**src/bank_cfg.svh**
```systemverilog
`ifndef BANK_CFG_SVH
`define BANK_CFG_SVH

// data path width
`define BG_DATA_W     32

// host address: bit 0 picks the bank, upper bits pick the random word
`define BG_HOST_AW    7

// one bank holds 256 words
`define BG_BANK_AW    8

// entries per queue, half of them in each bank
`define BG_FIFO_DEPTH 128

// per-bank region bases
`define BG_Q0_BASE    (0 * (`BG_FIFO_DEPTH / 2))
`define BG_Q1_BASE    (1 * (`BG_FIFO_DEPTH / 2))
`define BG_Q2_BASE    (2 * (`BG_FIFO_DEPTH / 2))
`define BG_RAND_BASE  (3 * (`BG_FIFO_DEPTH / 2))

`endif

```
**src/bank_pkg.sv**
```systemverilog
`default_nettype none

package bank_pkg;

    // host mode, sampled from mode_i
    typedef enum logic {
        MODE_RANDOM = 1'b0,
        MODE_FIFO   = 1'b1
    } bg_mode_e;

    // queue select, code 3 selects nothing
    typedef enum logic [1:0] {
        Q0     = 2'd0,
        Q1     = 2'd1,
        Q2     = 2'd2,
        Q_NONE = 2'd3
    } bg_queue_e;

    // what one queue controller does this cycle
    typedef enum logic [1:0] {
        ACC_IDLE  = 2'd0,
        ACC_READ  = 2'd1,
        ACC_WRITE = 2'd2
    } bg_access_e;

endpackage

`default_nettype wire

```
**src/bank_req_if.sv**
```systemverilog
`default_nettype none
`include "bank_cfg.svh"

interface bank_req_if;

    logic                   en;
    logic                   we;
    logic [`BG_BANK_AW-1:0] addr;
    logic [`BG_DATA_W-1:0]  wdata;

    // arbiter side drives the request
    modport req (
        output en,
        output we,
        output addr,
        output wdata
    );

    // memory side samples it
    modport mem (
        input en,
        input we,
        input addr,
        input wdata
    );

endinterface

`default_nettype wire

```
**src/bank_arbiter.sv**
```systemverilog
`default_nettype none
`include "bank_cfg.svh"

module bank_arbiter import bank_pkg::*; (
    input  bg_mode_e               mode_i,
    input  bg_queue_e              queue_i,
    input  logic                   en_i,
    input  logic                   we_i,
    input  logic [`BG_HOST_AW-1:0] addr_i,
    input  logic [`BG_DATA_W-1:0]  wdata_i,
    input  logic                   q0_b0_en_i,
    input  logic                   q0_b0_we_i,
    input  logic [`BG_BANK_AW-1:0] q0_b0_addr_i,
    input  logic                   q0_b1_en_i,
    input  logic                   q0_b1_we_i,
    input  logic [`BG_BANK_AW-1:0] q0_b1_addr_i,
    input  logic                   q1_b0_en_i,
    input  logic                   q1_b0_we_i,
    input  logic [`BG_BANK_AW-1:0] q1_b0_addr_i,
    input  logic                   q1_b1_en_i,
    input  logic                   q1_b1_we_i,
    input  logic [`BG_BANK_AW-1:0] q1_b1_addr_i,
    input  logic                   q2_b0_en_i,
    input  logic                   q2_b0_we_i,
    input  logic [`BG_BANK_AW-1:0] q2_b0_addr_i,
    input  logic                   q2_b1_en_i,
    input  logic                   q2_b1_we_i,
    input  logic [`BG_BANK_AW-1:0] q2_b1_addr_i,
    bank_req_if.req                bank0,
    bank_req_if.req                bank1
);

    localparam logic [`BG_BANK_AW-1:0] q_base [3] = '{`BG_Q0_BASE, `BG_Q1_BASE, `BG_Q2_BASE};
    localparam logic [`BG_BANK_AW-1:0] rand_base = `BG_RAND_BASE;

    logic [2:0]             b0_en_q;
    logic [2:0]             b0_we_q;
    logic [2:0]             b1_en_q;
    logic [2:0]             b1_we_q;
    logic [`BG_BANK_AW-1:0] b0_addr_q [3];
    logic [`BG_BANK_AW-1:0] b1_addr_q [3];
    logic [`BG_BANK_AW-1:0] rand_addr;
    logic [1:0]             sel;

    // gather the queue requests so the selected one can be indexed
    assign b0_en_q   = {q2_b0_en_i, q1_b0_en_i, q0_b0_en_i};
    assign b0_we_q   = {q2_b0_we_i, q1_b0_we_i, q0_b0_we_i};
    assign b1_en_q   = {q2_b1_en_i, q1_b1_en_i, q0_b1_en_i};
    assign b1_we_q   = {q2_b1_we_i, q1_b1_we_i, q0_b1_we_i};
    assign b0_addr_q = '{q0_b0_addr_i, q1_b0_addr_i, q2_b0_addr_i};
    assign b1_addr_q = '{q0_b1_addr_i, q1_b1_addr_i, q2_b1_addr_i};
    assign sel       = queue_i;

    // host word sits in the top region of either bank
    assign rand_addr = {{(`BG_BANK_AW - `BG_HOST_AW + 1){1'b0}}, addr_i[`BG_HOST_AW-1:1]}
                       + rand_base;

    always_comb begin
        bank0.en   = 1'b0;
        bank0.we   = 1'b0;
        bank0.addr = '0;
        bank1.en   = 1'b0;
        bank1.we   = 1'b0;
        bank1.addr = '0;
        if (mode_i == MODE_FIFO) begin
            // Q_NONE leaves both banks idle
            if (queue_i != Q_NONE) begin
                bank0.en   = b0_en_q[sel];
                bank0.we   = b0_we_q[sel];
                bank0.addr = b0_addr_q[sel] + q_base[sel];
                bank1.en   = b1_en_q[sel];
                bank1.we   = b1_we_q[sel];
                bank1.addr = b1_addr_q[sel] + q_base[sel];
            end
        end else begin
            bank0.en   = en_i && !addr_i[0];
            bank0.we   = we_i;
            bank0.addr = rand_addr;
            bank1.en   = en_i && addr_i[0];
            bank1.we   = we_i;
            bank1.addr = rand_addr;
        end
    end

    // same write data to both banks
    assign bank0.wdata = wdata_i;
    assign bank1.wdata = wdata_i;

endmodule

`default_nettype wire

```
**src/flat_wrapper.sv**
```systemverilog
// flat-port wrapper written by rule: the top's interface ports become plain ports
module bank_arbiter_flat import bank_pkg::*;
  (mode_i, queue_i, en_i, we_i, addr_i, wdata_i, q0_b0_en_i, q0_b0_we_i, q0_b0_addr_i, q0_b1_en_i, q0_b1_we_i, q0_b1_addr_i, q1_b0_en_i, q1_b0_we_i, q1_b0_addr_i, q1_b1_en_i, q1_b1_we_i, q1_b1_addr_i, q2_b0_en_i, q2_b0_we_i, q2_b0_addr_i, q2_b1_en_i, q2_b1_we_i, q2_b1_addr_i, bank0_en, bank0_we, bank0_addr, bank0_wdata, bank1_en, bank1_we, bank1_addr, bank1_wdata);
  bank_req_if bank0_i ();
  bank_req_if bank1_i ();
  input  bg_mode_e mode_i;
  input  bg_queue_e queue_i;
  input  logic en_i;
  input  logic we_i;
  input  logic [`BG_HOST_AW-1:0] addr_i;
  input  logic [`BG_DATA_W-1:0] wdata_i;
  input  logic q0_b0_en_i;
  input  logic q0_b0_we_i;
  input  logic [`BG_BANK_AW-1:0] q0_b0_addr_i;
  input  logic q0_b1_en_i;
  input  logic q0_b1_we_i;
  input  logic [`BG_BANK_AW-1:0] q0_b1_addr_i;
  input  logic q1_b0_en_i;
  input  logic q1_b0_we_i;
  input  logic [`BG_BANK_AW-1:0] q1_b0_addr_i;
  input  logic q1_b1_en_i;
  input  logic q1_b1_we_i;
  input  logic [`BG_BANK_AW-1:0] q1_b1_addr_i;
  input  logic q2_b0_en_i;
  input  logic q2_b0_we_i;
  input  logic [`BG_BANK_AW-1:0] q2_b0_addr_i;
  input  logic q2_b1_en_i;
  input  logic q2_b1_we_i;
  input  logic [`BG_BANK_AW-1:0] q2_b1_addr_i;
  output wire logic [$bits(bank0_i.en)-1:0] bank0_en;
  output wire logic [$bits(bank0_i.we)-1:0] bank0_we;
  output wire logic [$bits(bank0_i.addr)-1:0] bank0_addr;
  output wire logic [$bits(bank0_i.wdata)-1:0] bank0_wdata;
  output wire logic [$bits(bank1_i.en)-1:0] bank1_en;
  output wire logic [$bits(bank1_i.we)-1:0] bank1_we;
  output wire logic [$bits(bank1_i.addr)-1:0] bank1_addr;
  output wire logic [$bits(bank1_i.wdata)-1:0] bank1_wdata;
  assign bank0_en = bank0_i.en;
  assign bank0_we = bank0_i.we;
  assign bank0_addr = bank0_i.addr;
  assign bank0_wdata = bank0_i.wdata;
  assign bank1_en = bank1_i.en;
  assign bank1_we = bank1_i.we;
  assign bank1_addr = bank1_i.addr;
  assign bank1_wdata = bank1_i.wdata;
  bank_arbiter u_core (.mode_i(mode_i), .queue_i(queue_i), .en_i(en_i), .we_i(we_i), .addr_i(addr_i), .wdata_i(wdata_i), .q0_b0_en_i(q0_b0_en_i), .q0_b0_we_i(q0_b0_we_i), .q0_b0_addr_i(q0_b0_addr_i), .q0_b1_en_i(q0_b1_en_i), .q0_b1_we_i(q0_b1_we_i), .q0_b1_addr_i(q0_b1_addr_i), .q1_b0_en_i(q1_b0_en_i), .q1_b0_we_i(q1_b0_we_i), .q1_b0_addr_i(q1_b0_addr_i), .q1_b1_en_i(q1_b1_en_i), .q1_b1_we_i(q1_b1_we_i), .q1_b1_addr_i(q1_b1_addr_i), .q2_b0_en_i(q2_b0_en_i), .q2_b0_we_i(q2_b0_we_i), .q2_b0_addr_i(q2_b0_addr_i), .q2_b1_en_i(q2_b1_en_i), .q2_b1_we_i(q2_b1_we_i), .q2_b1_addr_i(q2_b1_addr_i), .bank0(bank0_i), .bank1(bank1_i));
endmodule
```
**config.mk**
```make
export PLATFORM = sky130hd
export DESIGN_NAME = bank_arbiter_flat
export DESIGN_NICKNAME = d
export VERILOG_FILES = /design/src/bank_pkg.sv /design/src/bank_req_if.sv /design/src/bank_arbiter.sv /design/src/flat_wrapper.sv
export VERILOG_INCLUDE_DIRS = /design/src /design/src/src
export SDC_FILE = /design/constraint.sdc
export NUM_CORES = 1
export LEC_CHECK = 0
export BUFFER_PORTS_ARGS = -buffer_cell sky130_fd_sc_hd__buf_2
export CORE_AREA = 2 2 72 74
export DETAILED_ROUTE_END_ITERATION = 8
export DIE_AREA = 0 0 74 76
export GPL_TIMING_DRIVEN = 0
export PLACE_DENSITY = 0.71
export RECOVER_POWER = 100
export SETUP_SLACK_MARGIN = 0.3
export SLEW_MARGIN = 40
export SYNTH_ARGS = -nofsm -noshare
export SYNTH_HDL_FRONTEND = slang
export SYNTH_SLANG_ARGS = --single-unit
```
**constraint.sdc**
```tcl
create_clock -name vclk -period 1.6
set_clock_uncertainty 0.2 [all_clocks]
set_input_delay 0.08 -clock vclk [all_inputs]
set_output_delay 0.08 -clock vclk [all_outputs]
set_load 0.03 [all_outputs]
```
**After elaboration in Yosys (flattened, before gate mapping)**

Index checks and enable logic that the tools add are counted.

- Eq/ne operators: 1
- Add/sub/neg operators: 3
- Bitwise logic cells: 1
- Mux-type cells: 29
- Order comparisons: 2
- Reductions and logical operators: 3

Operator list:

| operator | number |
|---|---|
| $mux 8 | 10 |
| $bmux 8 s2 | 3 |
| $add 8x8->8 | 2 |
| $mux 1 | 12 |
| $add 7x7->8 const B | 1 |
| $bmux 1 s2 | 4 |
| $ge 3x3->1 const B | 1 |
| $lt 2x3->1 const B | 1 |
| $not 2->3 | 1 |
| $logic_and 1x1->1 | 2 |
| $ne 2x2->1 const B | 1 |
| $logic_not 1->1 | 1 |

- Input bits: 104
- Register bits: 0
- Logic and storage cells: 39
- Output and inout bits: 84

**Depth between registers and ports, before layout**

- Depth in word-level cells: 7
- Depth in mapped cells: 8
- Depth with buffers taken out: 7

**Least setup slack after synthesis**

OpenSTA, ideal clock, no wires.

- Path type: input to output
- Start: in queue_i[1]
- End: out bank1_addr[7]
- Setup slack: -0.088 ns
- Path buffers: 1
- Data arrival time: 1.408 ns
- Data required time: 1.320 ns
- Cell stages on the path: 8
- Path through: and2b_1 -> buf_2 -> nand2_1 -> o21ai_0 -> ha_1 -> xor2_1 -> a22oi_1 -> nand3_1

- Cells in the longest elaborated chain, start to end: 7
- Elaborated cells between the ends (all ways): 11
- Those cells by class: add/sub (1); eq/ne (1); mux (8); bitwise (1)

RTL lines:

| item | line | text |
|---|---|---|
| from (decl) | flat_wrapper.sv:7 | `input bg_queue_e queue_i;` |
| $not 2->3 (implied by the code) | bank_arbiter.sv:73 | `bank1.addr = b1_addr_q[sel] + q_base[sel];` |
| $bmux 8 s2 | bank_arbiter.sv:73 |  |
| $mux 8 (implied by the code) (2 in series) | bank_arbiter.sv:73 |  |
| $add 8x8->8 | bank_arbiter.sv:73 |  |
| $mux 8 * | bank_arbiter.sv:67 | `if (queue_i != Q_NONE) begin` |
| $mux 8 * | bank_arbiter.sv:65 | `if (mode_i == MODE_FIFO) begin` |
| to (decl) | flat_wrapper.sv:36 | `output wire logic [$bits(bank1_i.addr)-1:0] bank1_addr;` |

Every way passes the cells marked *; elsewhere a longest branch is shown, timed or not. The select of a mux whose other input is x is not followed.

**Worst setup path in the final report**

Same ends and word-level chain as after synthesis.

==> results.md <==
- Outcome: finished with violations
- Failing checks: setup timing
- WHS Path Cells: 2
- Mapped cell area: 1180 um^2
- Placement Rows: 26
- Pwr dens: 380 nW/um^2
- Leak: 0.00122 uW
- DR iter-0 viols: 4
- Syn Area/Cell: 6.72 um^2
- Register Area: 0 um^2
- Syn nets: 281
- Total number of vias: 1,718
- Slew Limit Headroom: 74.4%
- Commonest non-fill, non-tap cell in the layout: buf_4
- Placer Congestion: 0.759
- FFs & Latches: 0
- Detailed Route WL: 5140 um
- CP cell instances: buf_8 -> and2b_1 -> buf_6 -> buf_4 -> ha_2 -> xor2_1 -> a22oi_1 -> nand3_2 -> buf_6
- Seq/Total Area, Yosys: 0%
- CP max stage cell: ha_2
- RSZ-0062 raised after global routing: true
- Worst Path Max Fanout: 6
- Clock buf count: 0
- Final setup vio count: 2
- Die width: 74 um
- First-pass DRT Iterations: 4
- DIE HEIGHT: 76 um
- Total GRT Usage: 16.1%
- Arrival time worst endpoint: 1.45 ns
- Wire per inst: 12.4 um
- Hold_buf cts: 0
- Min-Delay Startpoint: wdata_i[22]
- Crit. Startpoint: queue_i[1]
- Synth Warn #: 0
- Synthesized instance count: 175
- Period utilization: 108%
- Antenna Cells: 0
- Crit path kind: primary input to output pin
- Worst Path Required: 1.32 ns
- Most frequent cells in the layout: buf_4, buf_2, clkbuf_1
- Critical Path End Type: output pin
- First-pass GRT wire length: 7270 um
- Peak VDD IR: 0.000181 V
- Critical path depth in cells: 9
- Congestion Overflow GR: 0
- Die area: 5620 um^2
- Cell family with most CP delay: buffers and inverters
- Post-route cell area: 2440 um^2
- Fin cells: 414
- Core footprint: 4910 um^2
- Remaining DRCs: 0
- Routed vias/inst: 4.15
- PortBufs: 155
- Startpoint types: primary input
- Max incr delay on CP: 0.20 ns
- Initial antenna violation count: 0
- Worst hold slack: 0.261 ns
- Maxcap violations: 0
- Initial Util: 23.9%
- Hpwl dp: 3960 um
- Final ANT Viol Nets: 0
- Worst-Margin Slew: 0.384 ns
- Largest net degree at the start of global routing: 11
- Hold WC Path Type: primary input to output pin
- Vias in the first global route: 1,631
- Synth unique cells: 20
- Layout cells sized above 1: 59.3%
- Net count reported at finish: 452
- Top Ports: 188
- Placed cells: 400
- CP most frequent cell: buf_6
- Worst setup margin: -0.129 ns
- Final Hold Fails: 0
- Area grow syn2layout: 107%
- Placed Area: 2170 um^2
- Fin crit period: 1.73 ns
- Final Max Tran Viols: 0
- CP bufs+invs: 4
- Max Fclk: 578 MHz
cell type report:
type	instances	area, um^2
plain buffers	73	574
fillers	518	2470
inverters	1	3.75
multi-input cells	101	793
well taps	70	87.6
repair buffers	169	981
timing repair:
item                                    4_1_cts  5_1_grt
gates resized for setup                      61       13
setup buffers                                 8        4
gates cloned                                  2        0
pin swaps                                    13       17
hold endpoints to repair                      0        0
endpoints found under the setup margin       20       20
metal layers:
metal  up-vias  global-route usage, %  part of all wire, %
li1        859                      -                    -
met1       752                   15.7                   34
met2       107                   35.7                   57
met3         0                   1.46                  8.9
met4         0                  0.182                    0
met5         -                      0                    0
path summary, 6_finish.rpt:
path                     endpoint  slack (ns)
hold / removal    bank0_wdata[22]        0.26
setup / recovery    bank1_addr[7]       -0.13
Yosys cell counts:
cell,number,share of area (%)
or2_2,1,0.53
xor2_1,4,3.0
nand3_1,2,0.85
o21ai_0,2,0.85
mux2i_1,18,15
nor2_1,8,2.6
a21oi_1,2,0.85
clkbuf_1,5,1.6
buf_6,2,1.9
ha_1,2,2.1
or2_0,15,8.0
nand2_1,25,8.0
xnor2_1,2,1.5
inv_1,1,0.32
buf_2,2,0.85
a22oi_1,2,1.3
a31oi_1,16,8.5
and2b_1,1,0.64
nor2b_1,1,0.53
buf_4,64,41
report_power, final:
| group | switching (uW) | total (uW) | internal [uW] |
|---|---|---|---|
| registers | 0 | 0 | 0 |
| clock network | 0 | 0 | 0 |
| logic | 505 | 927 | 422 |
| total | 505 | 927 | 422 |
logic make-up (layout without fill, tap and decap cells):
kind of cell             Yosys count  in the layout  synth area share [%]
buffers and inverters             74            243                  45.5
adder cells (fa/ha/maj)            2              2                  2.13
multiplexers                      18             18                  15.3
AND/OR/NAND/NOR                   53             53                  21.1
XOR/XNOR                           6              6                  4.47
AO/OA/AOI/OAI                     22             22                  11.5
metrics by stage:
step           TNS (ns)  setup slack (ns)  power [uW]  util [%]
6_report         -0.237            -0.129         927      49.7
5_1_grt          -0.378            -0.197         985      49.7
4_1_cts          -0.256            -0.140         942      50.3
3_5_place_dp     -0.806            -0.319         820      44.1
3_3_place_gp     -0.710            -0.298         812      44.1
2_1_floorplan         0            0.0645         578         -
Note: power is estimated with default switching activity, not from simulation.
