$ cat src/bank_cfg.svh
`ifndef BANK_CFG_SVH
`define BANK_CFG_SVH

// data path width
`define BG_DATA_W     32

// host address: bit 0 picks the bank, upper bits pick the random word
`define BG_HOST_AW    7

// one bank holds 256 words
`define BG_BANK_AW    8

// entries per queue, half of them in each bank
`define BG_FIFO_DEPTH 128

// per-bank region bases
`define BG_Q0_BASE    (0 * (`BG_FIFO_DEPTH / 2))
`define BG_Q1_BASE    (1 * (`BG_FIFO_DEPTH / 2))
`define BG_Q2_BASE    (2 * (`BG_FIFO_DEPTH / 2))
`define BG_RAND_BASE  (3 * (`BG_FIFO_DEPTH / 2))

`endif

$ cat src/bank_pkg.sv
`default_nettype none

package bank_pkg;

    // host mode, sampled from mode_i
    typedef enum logic {
        MODE_RANDOM = 1'b0,
        MODE_FIFO   = 1'b1
    } bg_mode_e;

    // queue select, code 3 selects nothing
    typedef enum logic [1:0] {
        Q0     = 2'd0,
        Q1     = 2'd1,
        Q2     = 2'd2,
        Q_NONE = 2'd3
    } bg_queue_e;

    // what one queue controller does this cycle
    typedef enum logic [1:0] {
        ACC_IDLE  = 2'd0,
        ACC_READ  = 2'd1,
        ACC_WRITE = 2'd2
    } bg_access_e;

endpackage

`default_nettype wire

$ cat src/fifo_ctrl.sv
`default_nettype none
`include "bank_cfg.svh"

module fifo_ctrl import bank_pkg::*; (
    input  logic                   clk,
    input  logic                   rst,
    input  logic                   en_i,
    input  logic                   we_i,
    input  logic                   re_i,
    input  logic                   flush_i,
    output logic                   b0_en_o,
    output logic                   b0_we_o,
    output logic [`BG_BANK_AW-1:0] b0_addr_o,
    output logic                   b1_en_o,
    output logic                   b1_we_o,
    output logic [`BG_BANK_AW-1:0] b1_addr_o
);

    localparam int ptr_w = $clog2(`BG_FIFO_DEPTH);
    localparam logic [ptr_w:0] depth = `BG_FIFO_DEPTH;

    logic [ptr_w-1:0]       wr_ptr;
    logic [ptr_w-1:0]       rd_ptr;
    logic [ptr_w-1:0]       act_ptr;
    logic [ptr_w:0]         count;
    logic [`BG_BANK_AW-1:0] word_addr;
    bg_access_e             access;

    // write wins over read, flush blocks both
    always_comb begin
        access = ACC_IDLE;
        if (en_i && !flush_i) begin
            if (we_i) begin
                if (count < depth) begin
                    access = ACC_WRITE;
                end
            end else if (re_i && (count != '0)) begin
                access = ACC_READ;
            end
        end
    end

    // low pointer bit picks the bank, the rest is the word
    assign act_ptr   = (access == ACC_WRITE) ? wr_ptr : rd_ptr;
    assign word_addr = {{(`BG_BANK_AW - ptr_w + 1){1'b0}}, act_ptr[ptr_w-1:1]};

    always_comb begin
        b0_en_o = (access != ACC_IDLE) && !act_ptr[0];
        b1_en_o = (access != ACC_IDLE) && act_ptr[0];
        b0_we_o = b0_en_o && (access == ACC_WRITE);
        b1_we_o = b1_en_o && (access == ACC_WRITE);
    end

    // queue-local, the arbiter adds the region base
    assign b0_addr_o = word_addr;
    assign b1_addr_o = word_addr;

    always_ff @(posedge clk) begin
        if (rst) begin
            wr_ptr <= '0;
            rd_ptr <= '0;
            count  <= '0;
        end else if (en_i && flush_i) begin
            wr_ptr <= '0;
            rd_ptr <= '0;
            count  <= '0;
        end else begin
            case (access)
                ACC_WRITE: begin
                    wr_ptr <= wr_ptr + 1'b1;
                    count  <= count + 1'b1;
                end
                ACC_READ: begin
                    rd_ptr <= rd_ptr + 1'b1;
                    count  <= count - 1'b1;
                end
                default: begin
                end
            endcase
        end
    end

endmodule

`default_nettype wire

$ cat config.mk
export PLATFORM = sky130hd
export DESIGN_NAME = fifo_ctrl
export DESIGN_NICKNAME = d
export VERILOG_FILES = /design/src/bank_pkg.sv /design/src/fifo_ctrl.sv
export VERILOG_INCLUDE_DIRS = /design/src /design/src/src
export SDC_FILE = /design/constraint.sdc
export NUM_CORES = 1
export LEC_CHECK = 0
export ABC_AREA = 1
export BUFFER_PORTS_ARGS = -buffer_cell sky130_fd_sc_hd__clkbuf_2
export CAP_MARGIN = 15
export CORE_MARGIN = 1.5
export CORE_UTILIZATION = 29
export DETAILED_ROUTE_END_ITERATION = 16
export REMOVE_ABC_BUFFERS = 1
export SYNTH_ARGS = -nofsm -noshare
export SYNTH_HDL_FRONTEND = slang
export SYNTH_SLANG_ARGS = --single-unit
$ cat constraint.sdc
create_clock -name clk -period 2.25 [get_ports clk]
set_input_delay 0.225 -clock clk [delete_from_list [all_inputs] [get_ports clk]]
set_output_delay 0.225 -clock clk [all_outputs]
set_load 0.01 [all_outputs]
## Word-level counts from Yosys, hierarchy flattened

Cells that the tools add are included.

- RAM bits: 0
- Bits in latches: 0
- Memory bits (read-only): 0
- Logic and storage cells: 29
- Output and inout bits: 20
- Input port bits: 6
- Memories: 0
- Register bits: 22

- Divide/modulo/power cells: 0
- Add/sub/neg operators: 4
- Mux-type cells: 6
- Equal/unequal tests: 2
- Bitwise logic cells: 0
- Multipliers: 0
- Reductions and logical operators: 13
- $lt $le $gt $ge: 1
- Shift operators: 0

Operators by type and width:

| operator | count |
|---|---|
| $pmux W8 S2 | 1 |
| $add A7 B1 Y7 const B | 2 |
| $add A8 B1 Y8 const B | 1 |
| $lt A8 B8 Y1 const B | 1 |
| $reduce_bool A8 Y1 | 1 |
| $sub A8 B1 Y8 const B | 1 |
| $logic_and A1 B1 Y1 | 7 |
| $mux W7 | 1 |
| $mux W2 | 3 |
| $reduce_bool A2 Y1 | 2 |
| $eq A2 B1 Y1 const B | 1 |
| $eq A2 B2 Y1 const B | 1 |
| $logic_not A1 Y1 | 2 |
| $reduce_or A2 Y1 | 1 |
| $mux W1 | 1 |

## Depth between registers and ports, before layout

Gate-level depths: netlist of the first run.

- Word-level depth: 10
- Depth in mapped cells: 15
- Gate-level depth less buffers: 15

## Least setup slack after synthesis of the first run

No wires, ideal clock.

- Path kind: flip-flop to flip-flop
- Start point: register count[0]
- End point: register count[7]
- Path slack: 0.044 ns
- Clock period less this slack: 2.206 ns
- Data arrival time: 2.097 ns
- Library setup time: 0.109 ns
- Path buffers: 0
- Required time: 2.141 ns
- Cell stages (with the launch flop): 14
- Cells stage by stage: dfxtp_1 -> inv_1 -> nand3_1 -> nor2_1 -> nor4_1 -> ha_1 -> ha_1 -> or2_2 -> nand3_1 -> nand2_1 -> nand2_1 -> nand3_1 -> nand2_1 -> inv_1

- Word-level cells in the longest chain between the ends: 7
- Elaborated cells on any way between the ends: 13
- Classes of those cells: 2 x add/sub; 1 x order compare; 2 x eq/ne; 5 x mux; 3 x reduce/logical

RTL lines:

| what | RTL line | RTL |
|---|---|---|
| start: declaration | fifo_ctrl.sv:25 | `logic [ptr_w:0] count;` |
| start signal: assignment | fifo_ctrl.sv:71 | `count <= count + 1'b1;` |
| start signal: assignment | fifo_ctrl.sv:75 | `count <= count - 1'b1;` |
| branches (longest 7 deep; another with $lt A8 B8 Y1) | - |  |

Several ways; the timed one is not identified.
A chain may end at the register's enable or synchronous reset.

## Worst setup path in the final report of the first run

- Start point: register count[1]
- End point: output port b1_we_o

- Word-level cells in the longest chain between the ends: 9
- Elaborated cells on any way between the ends: 12
- Classes of those cells: 1 x order compare; 1 x eq/ne; 5 x mux; 5 x reduce/logical

RTL lines:

| what | RTL line | RTL |
|---|---|---|
| branches (longest 3 deep; another with $lt A8 B8 Y1) | - |  |
| $mux W2 * | fifo_ctrl.sv:33 | `if (we_i) begin` |
| $mux W2 * | fifo_ctrl.sv:32 | `if (en_i && !flush_i) begin` |
| $eq A2 B2 Y1 | fifo_ctrl.sv:44, fifo_ctrl.sv:51 |  |
| $mux W7 | fifo_ctrl.sv:44 | `assign act_ptr = (access == ACC_WRITE) ? wr_ptr : rd_ptr;` |
| $logic_and A1 B1 Y1 | fifo_ctrl.sv:49 | `b1_en_o = (access != ACC_IDLE) && act_ptr[0];` |
| $logic_and A1 B1 Y1 * | fifo_ctrl.sv:51 | `b1_we_o = b1_en_o && (access == ACC_WRITE);` |
| end: declaration | fifo_ctrl.sv:15 | `output logic b1_we_o,` |

Every way passes the cells marked *.

==> summary.md, run 1 <==
| Metric | Value |
|---|---|
| PD cells | about 470 nW/um^2 |
| Maximum vdd drop | ~0.21 mV |
| Worst EP arrival | between 1500 and 2000 ps |
| Wire length on met2 | 1480 um |
| Final Max Tran Viols | 0 |
| Total Power | roughly 0.94 mW |
| Final Cycle Share | 96.7% |
| Worst Path Max Fanout | 8 |
| First-pass detailed-route iteration total | 4 |
| Placed Instances | between 300 and 400 |
| Finished Layout Cells | approximately 330 |
| P_leak | 0.907 nW |
| Share of the synthesized area in the top cell type | around 29% |
| TritonCTS Buffers | 3 |
| Hold depth | 4 |
| Grt ovf | 0 |
| Vias/cell | roughly 4.3 |
| P&R area growth vs syn | 31.7% |
| Post-Syn Area per Cell | 6.64 sq um |
| Final Cell Area | 1990 sq um |
| Netlist cell types | 28 |
| Clock root cell | clkbuf_8 |
| Setup crit start kind | flop |
| Placer Congestion | 0.861 |
| Clock buffer depth | 2 |
| Status | finished clean |
| DRC viols | 0 |
| Layout cell share with drive strength beyond 1 | between 30% and 40% |
| Core area | 5070 sq um |
| CTS sink count | 22 |
| Total GRT Usage | 11.1% |
| Routed WL | 3330 um |
| Nets | ~280 |
| Routed WL per cell | 10.1 um |
| Place WS | -47.4 ps |
| RSZ-0062 raised after global routing | true |
| Initial antenna violation count | 0 |
| Yosys reg bits | 22 |
| Maxcap violations | 0 |
| Yosys warnings | 0 |
| I/O pin total | 26 |
| CTS tree | done |
| CP Class | flop to primary output |
| Peak Freq | 460 MHz |
| Htree depth | 1 |
| Largest net degree at the start of global routing | 16 |
| DR top layer | met4 |
| Synth Instances | about 230 |
| Cells on worst reg2reg path | 13 |
| Setup Total Neg Slack | 0 ps |
| Die Ht | about 75 um |
| Min setup slack post-route | about 75 ps |
| Via count | between 1000 and 1500 |
| Synth Cell Area | 1510 sq um |
| Final Hold Fails | 0 |
| Final setup violation count | 0 |
| Final min period | ~2200 ps |
| Async set-reset flop share out of synthesis | 0% |
| Post-synth EDFFs | 0 |
| Worst EP required | 2030 ps |
| DR WL met3 | around 140 um |
| Wl on met1 | between 1500 and 2000 um |
| Top post-synthesis cells by count | 54 x nand2_1, 34 x inv_1, 26 x nor2_1, 22 x dfxtp_1, 14 x a21oi_1 |
| Drt initial violations | 70 |
| Worst Setup End Kind | primary output |
| Starting Density | between 20% and 30% |
| Clk_lat worst skew | between 200 and 300 ps |
| Post-DP HPWL | between 2000 and 2500 um |
| Setup Skew | 2.26 ps |
| HP Class | primary input to flop |
| Register area share after synthesis | between 20% and 30% |
| Number of global-route vias before repair | ~1100 |
| Count leader, synth | nand2_1 |
| Site Rows | 26 |
| Die width | roughly 75 um |
| Placement Cell Area | 1710 sq um |
| Area contributors post-synth | dfxtp_1 29%, nand2_1 13%, ha_1 9.1%, inv_1 8.4%, nor2_1 6.4% |
| Ys flop type | dfxtp_1 |
| PortBufs | 21 |
| Die ar. | 5660 sq um |
| Antenna Cells | 0 |
| Leading area contributor after synthesis | dfxtp_1 |
| Clock Pin Slew Worst Setup and Hold Paths | ~90 ps |
| Antenna-violating nets left | 0 |
| First-pass GRT wire length | about 5000 um |
[report_power, final]
part / internal (mW) / switching (mW)
combinational: 0.0652 / 0.0838
clock: 0.238 / 0.150
sequential: 0.395 / 0.00734
[critical path, stage by stage, from the launching register on]
cell      delay, ps
dfxtp_4         360
nor2_1          130
nand3_2          90
nor2_2          160
nor4_4           70
buf_4           140
inv_4            50
ha_4            160
buf_12          140
inv_4            50
nor3_1          160
clkbuf_2        170
[flip-flops by register name (all words and copies together) (netlist names)]
name    count
rd_ptr      7
wr_ptr      7
count       8
[cell type report]
| cell class | instances | area [sq um] |
|---|---|---|
| clock inverters | 1 | 30.0 |
| flip-flops and latches | 22 | 460 |
| well taps | 70 | 87.6 |
| fillers | 538 | 3080 |
| inverters | 37 | 144 |
| repair buffers | 38 | 270 |
| clock buffers | 3 | 41.3 |
| multi-input cells | 158 | 961 |
[placed cells by master, fill, tap and decap left out, drive strengths merged, types with 2 or more instances in the layout]
| cell | instances |
|---|---|
| dfxtp | 22 |
| buf | 21 |
| nand3 | 14 |
| a21oi | 15 |
| nor2 | 29 |
| nand3b | 3 |
| nand2 | 54 |
| inv | 36 |
| ha | 11 |
| nor3 | 11 |
| o211ai | 2 |
| clkbuf | 20 |
| conb | 4 |
| o21ai | 8 |
[final timing paths]
check / startpoint / slack [ps] / end
worst min-delay path: rst / 240 / rd_ptr[2]
worst max-delay path: count[1] / 80 / b1_we_o
worst min register to register: rd_ptr[1] / 500 / rd_ptr[1]
worst max register to register: count[1] / 100 / count[6]
[through the flow]
step | util (%) | hold WS [ps]
floorplan | - | 377
global placement | 33.7 | 489
detailed placement | 33.7 | 491
CTS | 35.4 | 246
global route | 39.3 | 257
finish | 39.3 | 242
[cell families after synthesis]
group | after synthesis | share of synthesized area, %
AOI/OAI and AO/OA | 27 | 10.2
xor gates and xnor gates | 2 | 1.16
adders and majority gates | 12 | 10.4
buffers and inverters | 51 | 15.9
DFF | 22 | 29.1
other | 1 | 0.248
and+or+nand+nor | 113 | 33.0
[timing repair]
item,in CTS,in global routing
hold buffers,0,0
setup buffers,0,5
setup endpoints to repair,16,21
gates cloned,0,1
pin swaps,0,8
gates resized for setup,6,45
[layer usage]
layer	global-route usage (%)	vias up
met5	0	-
met4	4.17	0
met3	0.803	5
met2	16.9	30
met1	16.4	615
li1	-	764
No activity file was read; power rests on OpenSTA's default activity.
==> run 2, diff against run 1 <==
--- a/config.mk
+++ b/config.mk
@@ -10,8 +10,9 @@
 export BUFFER_PORTS_ARGS = -buffer_cell sky130_fd_sc_hd__clkbuf_2
 export CAP_MARGIN = 15
 export CORE_MARGIN = 1.5
-export CORE_UTILIZATION = 29
+export CORE_UTILIZATION = 50
 export DETAILED_ROUTE_END_ITERATION = 16
+export PLACE_DENSITY = 0.75
 export REMOVE_ABC_BUFFERS = 1
 export SYNTH_ARGS = -nofsm -noshare
 export SYNTH_HDL_FRONTEND = slang
==> run 2 against run 1 <==
Net effect:
- the run now ends with setup timing left
- first-iteration DRC count rose by 16%
- global-route usage rose by 7.6 points
- count of clock-buffer cells in the layout did not move
- worst hold slack got worse by 59 ps
- fmax fell by 3.9%
- sequential power barely moved
- largest power group unchanged
- highest routed layer unchanged
- via count rose by 4.8%
- worst setup slack got worse by 89 ps
==> summary.md, run 2 (synthesis results as in run 1) <==
| Metric | Value |
|---|---|
| Status | complete, but fails checks |
| Violated checks | setup timing |
| Hold buffer count at CTS | 0 (unchanged) |
| Routed WL | 3380 um (+1.4%) |
| Vias/cell | 5.08 (+18%) |
| Hold EP | rd_ptr[2] |
| TritonCTS Buffers | 3 (unchanged) |
| Placer Congestion | 0.844 (-1.9%) |
| Initial antenna violation count | 0 (unchanged) |
| Die width | 58.0 um (-23%) |
| Psw | 0.217 mW (-10%) |
| Site Rows | 19 (-27%) |
| Most frequent cells in the layout | 48 x nand2_1, 33 x inv_1, 24 x nor2_1 |
| Largest regs | count x8, rd_ptr x7, wr_ptr x7 |
| Min setup slack post-route | -14.1 ps (-89.3 ps) |
| Antenna Cells | 0 (unchanged) |
| Total Power | 0.856 mW (-8.9%) |
| Finished Layout Cells | 292 (-11%) |
| Routed WL per cell | 11.6 um (+14%) |
| R2R setup slack | -10 ps (-110 ps) |
| First-pass detailed-route iteration total | 6 (+2) |
| Final Max Tran Viols | 0 (unchanged) |
| Maxcap violations | 0 (unchanged) |
| Setup Skew | 7.33 ps (+5.07 ps) |
| Sequential power share | 47.1% (+4.3 points) |
| Drt initial violations | 81 (+16%) |
| Final setup violation count | 1 (+1) |
| HP Class | primary input to flop |
| Cells on worst reg2reg path | 13 (unchanged) |
| Largest Register | count |
| Final Hold Fails | 0 (unchanged) |
| Most common cell after layout, fill and taps aside | nand2_1 |
| Peak Freq | 442 MHz (-3.9%) |
| CTS tree | done |
| Via count | 1482 (+4.8%) |
| Clock Pin Slew Worst Setup and Hold Paths | 130 ps (+40 ps) |
| Final min period | 2260 ps (+89.3 ps) |
| Clock buffer depth | 2 (unchanged) |
| Die Ht | 58.0 um (-23%) |
| Nets | 280 (+0.72%) |
| Comb power frac | 16.8% (+1.0 points) |
| Worst Path Max Fanout | 7 (-1) |
| Largest register FFs | 8 (unchanged) |
| Post-DP HPWL | 2260 um (-4.6%) |
| RSZ-0062 raised after global routing | true |
| Worst reg2reg endpoint | count[7] |
| Starting Density | 54.0% (+24 points) |
| PortBufs | 21 (unchanged) |
| Hold Startpoint | rst |
| Setup crit start kind | flop |
| CP Class | flop to flop |
| Core area | 2810 sq um (-45%) |
| Total GRT Usage | 18.7% (+7.6 points) |
| Worst flop-to-flop path startpoint | count[7] |
| Final Cycle Share | 101% (+4.0 points) |
| I/O pin total | 26 (unchanged) |
| PD cells | 443 nW/um^2 (-6.0%) |
| CTS sink count | 22 (unchanged) |
| Layout cell share with drive strength beyond 1 | 32.2% (+1.3 points) |
| Internal power | 0.640 mW (-8.5%) |
| P&R area growth vs syn | 27.6% |
| Htree depth | 1 (unchanged) |
| Maximum vdd drop | 0.313 mV (+49%) |
| Clk_lat worst skew | 320 ps (+50 ps) |
| Worst Setup End Kind | flop |
| Clock root cell | clkbuf_4 |
| Clock power frac | 36.1% (-5.2 points) |
| Hold depth | 4 (unchanged) |
| Number of global-route vias before repair | 1191 (+8.6%) |
| DRC viols | 0 (unchanged) |
| Die ar. | 3370 sq um (-41%) |
| Placed Instances | 279 (-13%) |
| Grt ovf | 0 (unchanged) |
| Largest net degree at the start of global routing | 17 (+1) |
| First-pass GRT wire length | 4890 um (-0.41%) |
| Worst EP required | 2480 ps (+450 ps) |
| Layout fillers | 237 (-56%) |
| Worst EP arrival | 2490 ps (+540 ps) |
| P_leak | 0.883 nW (-2.6%) |
| Antenna-violating nets left | 0 (unchanged) |
| Switching share of power | 25.3% (-0.38 points) |
==> run 2: cell count changes in the layout (fill, tap and decap cells not counted), sizes merged <==
cell / before / now
buf: 21 / 27
clkbuf: 20 / 16
==> run 2: final cells by class <==
type	count	area [sq um]	share of cell area (%)
flip-flops and latches	22	448	23.2
inverters	37	139	7.19
clock inverters	1	30.0	1.55
clock buffers	3	22.5	1.17
multi-input cells	158	991	51.3
well taps	31	38.8	2.01
repair buffers	40	263	13.6
==> run 2: timing repair <==
| action | 4_1_cts | 5_1_grt |
|---|---|---|
| gates resized for setup | 4 | 51 |
| setup endpoints to repair | 17 | 22 |
| buffers inserted | 0 | 9 |
| pin swaps | 0 | 14 |
==> run 2: power by group through the flow <==
stage	registers [mW]	logic, mW	clock network (mW)
2_1_floorplan	0.412	0.0728	0
3_3_place_gp	0.412	0.109	0
3_5_place_dp	0.412	0.110	0
4_1_cts	0.403	0.115	0.315
5_1_grt	0.405	0.158	0.331
6_report	0.403	0.144	0.309
==> run 2: layer usage <==
layer	track usage, %	vias to the layer above	share of wire (%)
li1	-	779	-
met1	25.3	665	47
met2	30.2	33	47
met3	2.68	5	4.0
met4	6.98	0	1.4
met5	0	-	0
==> run 2: worst max-delay path by stage <==
stage,startpoint,endpoint,slack (ps),cells after the start
6_report,count[7],count[7],-10,13
5_1_grt,count[7],count[5],-160,15
4_1_cts,count[7],count[7],30,15
3_5_place_dp,count[7],count[7],-40,15
3_3_place_gp,en_i,count[7],-20,17
2_1_floorplan,count[0],count[7],-110,13
==> run 2: stage by stage <==
| step | setup TNS, ps | utilization (%) | worst slack (ps) | hold WS (ps) | instance area, sq um |
|---|---|---|---|---|---|
| 2_1_floorplan | -275 | - | -115 | 377 | 1420 |
| 3_3_place_gp | -24.1 | 58.6 | -24.1 | 488 | 1640 |
| 3_5_place_dp | -36.3 | 58.6 | -36.3 | 493 | 1640 |
| 4_1_cts | 0 | 61.1 | 33.3 | 180 | 1710 |
| 5_1_grt | -1650 | 68.9 | -159 | 206 | 1930 |
| 6_report | -14.1 | 68.9 | -14.1 | 183 | 1930 |
==> run 2: critical path, cell delays in order (launching register included) <==
cell,delay (ps)
dfxtp_2,350
buf_4,120
nor3_1,230
inv_1,110
ha_2,230
buf_8,150
ha_1,330
nand2_1,80
nor2_1,160
nand3_2,110
nand3_1,110
nand3_1,80
nand2_1,60
inv_1,40
